File: src/hdl/shift_pkg.sv
// word width, rotation split, pipeline latency and the data word type
package shift_pkg;

    // history word and every data word
    localparam int word_width = 8;

    // number of shift stages the full rotation is spread over
    localparam int stage_count = 4;

    // rotation done by one rotating stage
    localparam int shift_per_stage = word_width / stage_count;

    // two rotating stages in the delta pipeline
    localparam int rot_total = 2 * shift_per_stage;

    // edge sampling en high to edge raising out_valid
    localparam int pipe_latency = 3;

    typedef logic [word_width-1:0] word_t;

endpackage

File: src/hdl/cond_sum_subtractor.sv
// conditional-sum modular subtractor built from two-bit groups
`timescale 1ns/10ps

module cond_sum_subtractor #(
    parameter int WIDTH = 8
) (
    input  logic [WIDTH-1:0] minuend,
    input  logic [WIDTH-1:0] subtrahend,
    output logic [WIDTH-1:0] difference
);

    localparam int groups = WIDTH / 2;

    // carry into each group
    logic [groups-1:0] carry;

    if (WIDTH % 2 != 0) begin : gen_width_check
        $error("cond_sum_subtractor needs an even WIDTH");
    end

    // two's complement subtract, so the chain starts with a one
    assign carry[0] = 1'b1;

    for (genvar g = 0; g < groups; g++) begin : gen_group
        logic [1:0] a;
        logic [1:0] b;
        logic [1:0] prop;
        logic [1:0] gen;
        logic [1:0] sum0;
        logic [1:0] sum1;
        logic       mid_c1;

        assign a    = minuend[2*g +: 2];
        assign b    = ~subtrahend[2*g +: 2];
        assign prop = a ^ b;
        assign gen  = a & b;

        // group result assuming carry-in zero
        assign sum0 = {prop[1] ^ gen[0], prop[0]};

        // group result assuming carry-in one
        assign mid_c1 = gen[0] | prop[0];
        assign sum1   = {prop[1] ^ mid_c1, ~prop[0]};

        // real group carry picks one of the two precomputed results
        assign difference[2*g +: 2] = carry[g] ? sum1 : sum0;

        // the top group drives no carry since the final borrow is dropped
        if (g < groups - 1) begin : gen_chain
            logic cout0;
            logic cout1;

            assign cout0      = gen[1] | (prop[1] & gen[0]);
            assign cout1      = gen[1] | (prop[1] & mid_c1);
            assign carry[g+1] = carry[g] ? cout1 : cout0;
        end
    end

endmodule

File: src/hdl/delta_rotate_pipe.sv
// difference register, two partial-rotation stages and output register with out_valid
`timescale 1ns/10ps

module delta_rotate_pipe
    import shift_pkg::*;
(
    input  logic  clk,
    input  logic  rst_n,
    input  word_t difference,
    input  logic  cap_valid,
    output word_t parallel_out,
    output logic  out_valid
);

    word_t diff_q;
    word_t rot1_q;
    logic  diff_valid;
    logic  rot1_valid;

    function automatic word_t rotl(input word_t w, input int unsigned n);
        return word_t'((w << n) | (w >> (word_width - n)));
    endfunction

    // valid chain with one bit per stage
    always_ff @(posedge clk or negedge rst_n) begin
        if (!rst_n) begin
            diff_valid <= 1'b0;
            rot1_valid <= 1'b0;
            out_valid  <= 1'b0;
        end else begin
            diff_valid <= cap_valid;
            rot1_valid <= diff_valid;
            out_valid  <= rot1_valid;
        end
    end

    // stage one captures the subtractor result
    always_ff @(posedge clk) begin
        if (cap_valid) begin
            diff_q <= difference;
        end
    end

    // stage two does the first partial rotation
    always_ff @(posedge clk) begin
        if (diff_valid) begin
            rot1_q <= rotl(diff_q, shift_per_stage);
        end
    end

    // output stage does the second partial rotation and holds between items
    always_ff @(posedge clk or negedge rst_n) begin
        if (!rst_n) begin
            parallel_out <= '0;
        end else if (rot1_valid) begin
            parallel_out <= rotl(rot1_q, shift_per_stage);
        end
    end

    // no output without a captured item exactly pipe_latency edges earlier
    a_out_latency: assert property (
        @(posedge clk) disable iff (!rst_n)
        out_valid == $past(cap_valid, pipe_latency)
    ) else $error("out_valid not aligned with cap_valid");

    // both partial rotations add up to the full rotation of the difference
    a_out_rotation: assert property (
        @(posedge clk) disable iff (!rst_n)
        out_valid |-> parallel_out == rotl($past(diff_q, 2), rot_total)
    ) else $error("parallel_out is not the fully rotated difference");

endmodule

File: src/hdl/serial_word_capture.sv
// serial history shift register and first pipeline stage with old and new words
`timescale 1ns/10ps

module serial_word_capture
    import shift_pkg::*;
(
    input  logic  clk,
    input  logic  rst_n,
    input  logic  en,
    input  logic  serial_in,
    output word_t old_word,
    output word_t new_word,
    output logic  cap_valid
);

    word_t history_q;
    word_t shifted;

    // new bit enters at the low end
    assign shifted = {history_q[word_width-2:0], serial_in};

    // history starts from zero after reset
    always_ff @(posedge clk or negedge rst_n) begin
        if (!rst_n) begin
            history_q <= '0;
            cap_valid <= 1'b0;
        end else begin
            cap_valid <= en;
            if (en) begin
                history_q <= shifted;
            end
        end
    end

    // pre-shift word for the subtractor
    always_ff @(posedge clk) begin
        if (en) begin
            old_word <= history_q;
        end
    end

    // post-shift word is the history register itself
    assign new_word = history_q;

    // one stage-one item per sampled en and none held over a gap
    a_cap_follows_en: assert property (
        @(posedge clk) disable iff (!rst_n)
        cap_valid == $past(en && rst_n)
    ) else $error("cap_valid does not follow en by one edge");

endmodule

File: src/hdl/shift_delta_top.sv
// top level of the serial word delta pipeline with capture, subtractor and rotate stages
`timescale 1ns/10ps

module shift_delta_top
    import shift_pkg::*;
(
    input  logic  clk,
    input  logic  rst_n,
    input  logic  en,
    input  logic  serial_in,
    output word_t parallel_out,
    output logic  out_valid
);

    word_t old_word;
    word_t new_word;
    word_t difference;
    logic  cap_valid;

    serial_word_capture i_serial_word_capture (
        .clk       (clk),
        .rst_n     (rst_n),
        .en        (en),
        .serial_in (serial_in),
        .old_word  (old_word),
        .new_word  (new_word),
        .cap_valid (cap_valid)
    );

    // old minus new wraps when the new word is larger
    cond_sum_subtractor #(
        .WIDTH (word_width)
    ) i_cond_sum_subtractor (
        .minuend    (old_word),
        .subtrahend (new_word),
        .difference (difference)
    );

    delta_rotate_pipe i_delta_rotate_pipe (
        .clk          (clk),
        .rst_n        (rst_n),
        .difference   (difference),
        .cap_valid    (cap_valid),
        .parallel_out (parallel_out),
        .out_valid    (out_valid)
    );

endmodule

File: config.mk
export PLATFORM = sky130hd
export DESIGN_NAME = shift_delta_top
export DESIGN_NICKNAME = d
export VERILOG_FILES = /design/src/hdl/shift_pkg.sv /design/src/hdl/cond_sum_subtractor.sv /design/src/hdl/delta_rotate_pipe.sv /design/src/hdl/serial_word_capture.sv /design/src/hdl/shift_delta_top.sv
export SDC_FILE = /design/constraint.sdc
export NUM_CORES = 1
export LEC_CHECK = 0
export BUFFER_PORTS_ARGS = -buffer_cell sky130_fd_sc_hd__buf_2
export CAP_MARGIN = 15
export CORE_MARGIN = 10
export CORE_UTILIZATION = 55
export DETAILED_ROUTE_END_ITERATION = 7
export GPL_ROUTABILITY_DRIVEN = 0
export PLACE_DENSITY = 0.75
export SLEW_MARGIN = 10
export SYNTH_ARGS = -nofsm -noshare
export SYNTH_HDL_FRONTEND = slang
export SYNTH_SLANG_ARGS = --single-unit
File: constraint.sdc
create_clock -name clk -period 6.4 [get_ports clk]
set_input_delay 0.32 -clock clk [delete_from_list [all_inputs] [get_ports clk]]
set_output_delay 0.32 -clock clk [all_outputs]
set_load 0.05 [all_outputs]
==> metrics.md, run 1 <==
| Metric | Value |
|---|---|
| Worst path max stage delay | `roughly 0.43 ns` |
| Nets | `between 100 and 150` |
| Avg WL per Cell | `12.29 µm` |
| Die Area | `roughly 5800 µm²` |
| Critical R2R Launch | `i_serial_word_capture.new_word[0]` |
| Initial DRC count | `20` |
| First-pass GRT wire length | `between 3000 and 4000 µm` |
| GR Layer Usage met1 | `7.881%` |
| Placed cell areas | `1824 µm²` |
| Crit-path most repeated cell | `fa_1` |
| Die Wd | `76.11 µm` |
| Crit path depth | `11` |
| H-tree depth | `2` |
| Final min period | `about 2.8 ns` |
| Largest family of logic cells by synthesized area | `multiplexers` |
| Total of max-cap violations | `0` |
| Pre-antenna DRT Iters | `3` |
| XOR/XNOR Fraction of Synth Area | `roughly 2.5%` |
| CTS tree | `built` |
| Root Driver | `clkbuf_4` |
| Total wire length | `2004 µm` |
| Worst Skew | `0.002476 ns` |
| Register Area | `1221 µm²` |
| Met3 usage | `4.717%` |
| Buffer depth of the longest clock path | `2` |
| Logic pwr share | `a little over a fifth` |
| Clk Latency, worst-skew pair | `0.34 ns` |
| Crit-path slowest cell | `dfrtp_1` |
| DRT antenna net count | `0` |
| Setup ws final | `around 3.6 ns` |
| CP top delay family | `adder cells` |
| Switch Pwr | `0.1891 mW` |
| Final Max Tran Viols | `0` |
| Complex-gate fraction of the synthesized area | `1.734%` |
| Grt peak-use layer | `met2` |
| Final TNS setup | `0 ns` |
| Total track usage | `7.620%` |
| Simple-gate portion of the synthesized area | `1.301%` |
| Reg-to-Reg End | `i_delta_rotate_pipe.diff_q[7]` |
| Total power | `0.6564 mW` |
| Final setup viols | `0` |
| Io pins | `13` |
| Clock tree sinks | `44` |
| Synthesized area | `1732 µm²` |
| Post_cts resized | `0` |
| Cell taking the most area after synthesis | `edfxtp_1` |
| Crit path cell chain | `ha_1, fa_1, nor2_1, a21oi_1, fa_1, nor2_1, a21oi_1, fa_1, nand2_1, o21ai_0, xnor2_1` |
| Sw Share | `~29%` |
| Pre-CTS setup slack | `3.611 ns` |
| Sequential cell area fraction in the yosys report | `70.52%` |
| Hold-fix buffers, CTS | `1` |
| Vias in the first global route | `821` |
| Avg Cell Area, Syn | `approximately 17 µm²` |
| Number of synthesized register bits | `44` |
| Crit path from | `i_serial_word_capture.new_word[0]` |
| CP Class | `register to register` |
| Initial core utilization | `between 50% and 60%` |
| Distinct cells, synth | `14` |
| Relative slew slack | `69.28%` |
| Leakage | `approximately 0.84 nW` |
| Clock share of power | `18.1%` |
| Slew @ Worst Pin | `between 0.4 and 0.5 ns` |
| Overflow after GRT | `0` |
| Fillcell total | `227` |
| Top cells by area, synth | `edfxtp_1 (42%), dfrtp_1 (29%), mux2_4 (10%)` |
| CP Max Fanout | `4` |
| CP Capture Point | `i_delta_rotate_pipe.diff_q[7]` |
| HP Class | `input port to register` |
| VDD IR max | `between 150 and 200 µV` |
| # diodes | `0` |
| Reg clk slew, reported paths | `0.11 ns` |
| Port buffer count | `12` |
| FF-to-FF path depth | `11` |
| Final HPWL DP | `1467 µm` |
| Multiplexer share of the synthesized area | `11.05%` |
| Post-CTS Setup Bufs | `0` |
| Synth Instances | `100` |
| Core area | `3028 µm²` |
| Die Height | `76.11 µm` |
| Initial antenna violation count | `0` |
| Drt drc | `0` |
| Ys Warns | `0` |
| Share of layout cells above drive strength 1 | `26.89%` |
| Fmax | `0.3605 GHz` |
| Final Hold Vio Count | `0` |
| Pint | `approximately 0.47 mW` |
| Synthesized Nets | `114` |
| Pwr Density | `348.1 nW/µm²` |
| Via count | `764` |
| Crit path required time | `approximately 6.5 ns` |
| Status | `finished, final reports clean` |
| Final cycle utilization of the critical path | `43.34%` |
| Cell Rows | `20` |
| Multi-input logic area | `435.4 µm²` |
| R2R Setup Slk | `3.63 ns` |
| Largest net degree at the start of global routing | `21` |
| Post-route cell area | `1886 µm²` |
| CP Launch Type | `register` |
| Seq pwr share | `60.3%` |
| Met2 usage | `12.07%` |
| RSZ-0062 raised after global routing | `false` |
| Vias/cell | `4.687` |
| Area grow syn2layout | `8.887%` |
| Area share of fa/ha/maj cells after synthesis | `8.526%` |
| WP buf/inv | `0` |
| CTS buffer count | `5` |
| Worst setup EP type | `register` |
| Crit path DAT | `2.87 ns` |
| Yosys top cell area share | `41.62%` |
[cells in the final DEF (no fill, tap or decap), drive strengths merged, types with 4 or more instances in the layout]
master,count
o21ai,4
nand2,4
dfrtp,20
xnor2,4
edfxtp,24
inv,14
buf,12
ha,7
clkbuf,5
mux2,13
[cell type report]
cell class | count | share of cell area [%]
clock buffers | 5 | 1.991
clock inverters | 3 | 0.7299
inverters | 14 | 2.787
multi-input cells | 40 | 23.09
flip-flops and latches | 44 | 64.76
well taps | 44 | 2.920
repair buffers | 13 | 3.716
[sequential cells by signal, indices dropped and copies added, names as in the netlist]
signal	flops
i_serial_word_capture.old_word	8
i_delta_rotate_pipe.diff_valid	1
i_delta_rotate_pipe.rot1_valid	1
i_serial_word_capture.cap_valid	1
i_serial_word_capture.new_word	8
i_delta_rotate_pipe.parallel_out	8
i_delta_rotate_pipe.rot1_q	8
i_delta_rotate_pipe.out_valid	1
i_delta_rotate_pipe.diff_q	8
[Yosys cell counts, drive strengths merged]
cell / n
xnor2: 4
fa: 3
edfxtp: 24
nand2: 4
o21ai: 4
mux2: 13
xor2: 1
nor2: 2
buf: 2
inv: 14
dfrtp: 20
a21oi: 2
ha: 7
[power by group through the flow]
stage,sequential [mW],clock [mW],combinational (mW)
floorplan,0.436,0,0.0760
global placement,0.399,0,0.140
detailed placement,0.404,0,0.143
CTS,0.398,0.127,0.145
global route,0.404,0.140,0.157
finish,0.396,0.119,0.142
[cells by family after synthesis]
| logic type | count (synthesis) |
|---|---|
| adders and majority gates | 10 |
| DFF | 44 |
| and+or+nand+nor | 6 |
| AOI/OAI and AO/OA | 6 |
| buffers and inverters | 16 |
| muxes | 13 |
| xor gates and xnor gates | 5 |
[how the worst min path moves through the flow]
stage	startpoint	end	slack, ns	cells after the start
after CTS	serial_in	i_serial_word_capture.new_word[0]	0.20	2
after global routing	serial_in	i_serial_word_capture.new_word[0]	0.19	2
after global placement	rst_n	i_delta_rotate_pipe.parallel_out[5]	0.29	1
after floorplan	rst_n	i_delta_rotate_pipe.diff_valid	0.02	0
final	serial_in	i_serial_word_capture.new_word[0]	0.22	2
after detailed placement	rst_n	i_delta_rotate_pipe.parallel_out[4]	0.30	1
[metrics by stage]
| stage | hold slack, ns | std cells | utilization [%] |
|---|---|---|---|
| after detailed placement | 0.2965 | 154 | 60.25 |
| final | 0.2214 | 163 | 62.27 |
| after CTS | 0.1980 | 163 | 62.27 |
| after global placement | 0.2896 | 154 | 60.25 |
| after global routing | 0.1889 | 163 | 62.27 |
| after floorplan | 0.02441 | 100 | - |
[worst register-to-register path: stages, from the launching register on]
cell and delay, ns:
dfrtp_1 0.43, ha_1 0.22, fa_1 0.42, nor2_1 0.11
a21oi_1 0.06, fa_1 0.42, nor2_1 0.11, a21oi_1 0.06
fa_1 0.41, nand2_1 0.07, o21ai_0 0.09, xnor2_1 0.13
[metal layers]
metal | share of wire, % | routed length (µm)
met2 | 48 | 966
met1 | 42 | 850
met5 | 0 | 0
met3 | 7.6 | 152
met4 | 1.7 | 35
Power figures use the tool's default switching activity.
==> inputs of run 2 (changes only) <==
--- a/config.mk
+++ b/config.mk
@@ -8,10 +8,10 @@
 export BUFFER_PORTS_ARGS = -buffer_cell sky130_fd_sc_hd__buf_2
 export CAP_MARGIN = 15
 export CORE_MARGIN = 10
-export CORE_UTILIZATION = 55
+export CORE_UTILIZATION = 52
 export DETAILED_ROUTE_END_ITERATION = 7
 export GPL_ROUTABILITY_DRIVEN = 0
-export PLACE_DENSITY = 0.75
+export PLACE_DENSITY = 0.74
 export SLEW_MARGIN = 10
 export SYNTH_ARGS = -nofsm -noshare
 export SYNTH_HDL_FRONTEND = slang
==> constraint.sdc (replaced) <==
create_clock -name clk -period 2.4 [get_ports clk]
set_input_delay 0.12 -clock clk [delete_from_list [all_inputs] [get_ports clk]]
set_output_delay 0.12 -clock clk [all_outputs]
set_load 0.05 [all_outputs]
==> run 2 against run 1 <==
  * The flow now finishes with violations (negative setup slack)
  * Critical path depth stayed put
  * Final cell count increased by 5.5%
  * Clock-buffer cell count is 1 higher
  * Non-clock buffer count is 9 higher
  * Critical endpoint unchanged
  * Highest routed layer unchanged
  * Global-route usage grew 0.43 points
==> metrics.md, run 2 (synthesized netlist as in run 1, its figures left out) <==
| Metric | Value |
|---|---|
| Final Max Tran Viols | `0 (unchanged)` |
| Overflow after GRT | `0 (unchanged)` |
| Total wire length | `2160 µm (+7.8%)` |
| Crit path DAT | `2.60 ns (-0.27 ns)` |
| Initial antenna violation count | `0 (unchanged)` |
| DRT antenna net count | `0 (unchanged)` |
| CP Max Fanout | `3 (-1)` |
| Nets | `141 (+6.8%)` |
| CTS tree | `built` |
| First-pass GRT wire length | `3801 µm (+7.0%)` |
| RSZ-0062 raised after global routing | `true` |
| WP buf/inv | `0 (unchanged)` |
| Most frequent cells in the layout | `edfxtp_1 (24), dfrtp_1 (20), inv_1 (13)` |
| Pwr Density | `967.2 nW/µm² (+180%)` |
| Pre-antenna DRT Iters | `4 (+1)` |
| Buffer depth of the longest clock path | `2 (unchanged)` |
| Avg WL per Cell | `12.56 µm (+2.1%)` |
| CP top delay family | `adder cells` |
| Final Hold Vio Count | `0 (unchanged)` |
| Port buffer count | `12 (unchanged)` |
| HP Class | `input port to register` |
| Final HPWL DP | `1446 µm (-1.4%)` |
| Setup ws final | `-0.08910 ns (-3.715 ns)` |
| Via count | `791 (+3.5%)` |
| Crit path cell chain | `ha_2, fa_2, nor2_4, a21oi_2, fa_2, nor2_2, a21oi_2, fa_2, nand2_1, o21ai_1, xnor2_1` |
| Die Height | `77.71 µm (+2.1%)` |
| Slew @ Worst Pin | `0.4630 ns (+0.002211 ns)` |
| Crit-path most repeated cell | `fa_2` |
| Core area | `3128 µm² (+3.3%)` |
| Vias in the first global route | `863 (+5.1%)` |
| Reg clk slew, reported paths | `0.12 ns (about the same)` |
| Commonest non-fill, non-tap cell in the layout | `edfxtp_1` |
| Die Wd | `77.71 µm (+2.1%)` |
| Share of layout cells above drive strength 1 | `38.28% (+11 points)` |
| H-tree depth | `2 (unchanged)` |
| CP Class | `register to register` |
| Worst Skew | `0.008413 ns (+0.005937 ns)` |
| Root Driver | `clkbuf_4` |
| Hold slack | `0.1071 ns (-0.1143 ns)` |
| Initial DRC count | `52 (+160%)` |
| Clock tree sinks | `44 (unchanged)` |
| Die Area | `6038 µm² (+4.2%)` |
| Fmax | `0.4018 GHz (+11%)` |
| Cell Rows | `20 (unchanged)` |
| Final min period | `2.489 ns (-0.2849 ns)` |
| Final setup viols | `2 (+2)` |
| Io pins | `13 (unchanged)` |
| Worst setup EP type | `register` |
| Drt drc | `0 (unchanged)` |
| Post-layout util | `64.20% (+1.9 points)` |
| Vias/cell | `4.599 (-1.9%)` |
| CTS buffer count | `5 (unchanged)` |
| Total track usage | `8.051% (+0.43 points)` |
| Final cycle utilization of the critical path | `103.7% (+60 points)` |
| Largest net degree at the start of global routing | `21 (unchanged)` |
| Total of max-cap violations | `0 (unchanged)` |
| Crit path required time | `2.51 ns (-3.99 ns)` |
| Crit-path slowest cell | `dfrtp_1` |
| CP Launch Type | `register` |
| VDD IR max | `532.9 µV (+200%)` |
| Pre-CTS setup slack | `-0.1576 ns (-3.769 ns)` |
| Relative slew slack | `69.13% (-0.15 points)` |
| Total power | `1.942 mW (+200%)` |
| Worst path max stage delay | `0.40 ns (-0.03 ns)` |
| Status | `finished, violations left` |
| Leakage | `0.8877 nW (+5.9%)` |
| Failing checks | `negative setup slack` |
| Initial core utilization | `55.36% (-1.8 points)` |
| Area grow syn2layout | `15.97%` |
| # diodes | `0 (unchanged)` |
| Clk Latency, worst-skew pair | `0.34 ns (about the same)` |
run 2: area by class of cell:
class	instances	area [µm²]
multi-input combinational	40	462.9
tap	44	55.05
clock inverter	2	35.03
fill	227	1120
inverter	14	52.55
timing repair buffer	22	140.1
clock buffer	6	41.29
sequential	44	1221
run 2: timing repair:
action / 4_1_cts / 5_1_grt
resized for setup: 6 / 2
hold buffers: 2 / 0
setup buffers: 3 / 2
pin swaps: 3 / 2
endpoints found under the setup margin: 3 / 3
hold endpoints to repair: 21 / 0
run 2: power by group:
part	switching [mW]	internal [mW]
Clock	0.217	0.219
Sequential	0.0736	0.981
Combinational	0.246	0.206
Total	0.537	1.41
run 2: worst paths after layout:
check                                             startpoint                                  end  slack (ns)  cells past startpoint
setup / recovery           i_serial_word_capture.new_word[0]        i_delta_rotate_pipe.diff_q[7]       -0.09                     11
hold / removal                                            en      i_serial_word_capture.cap_valid        0.11                      1
setup reg to reg           i_serial_word_capture.new_word[0]        i_delta_rotate_pipe.diff_q[7]       -0.09                     11
hold reg to reg                i_delta_rotate_pipe.diff_q[2]        i_delta_rotate_pipe.rot1_q[4]        0.43                      0
max in group asynchronous                              rst_n    i_serial_word_capture.new_word[1]        1.83                      2
min in group asynchronous                              rst_n  i_delta_rotate_pipe.parallel_out[4]        0.24                      2
run 2: per-stage QoR:
| stage | instances | cell area (µm²) | setup TNS, ns |
|---|---|---|---|
| finish | 172 | 2008 | -0.1630 |
| global route | 172 | 2008 | -0.5394 |
| CTS | 170 | 1988 | -0.3173 |
| detailed placement | 157 | 1854 | -0.2083 |
| global placement | 157 | 1854 | -0.06076 |
| floorplan | 100 | 1739 | -0.05862 |
run 2: per-layer routing:
layer	up-vias	part of all wire, %	GRT usage, %
met1	380	43	8.034
met4	0	1.6	3.285
li1	390	-	-
met2	17	47	13.27
met5	-	0	0
met3	4	7.9	4.954
run 2: worst reg2reg max path, stage by stage, from the launching register on:
cell and delay [ns]:
dfrtp_1 0.40, ha_2 0.19, fa_2 0.36, nor2_4 0.12
a21oi_2 0.04, fa_2 0.37, nor2_2 0.11, a21oi_2 0.05
fa_2 0.36, nand2_1 0.07, o21ai_1 0.07, xnor2_1 0.12
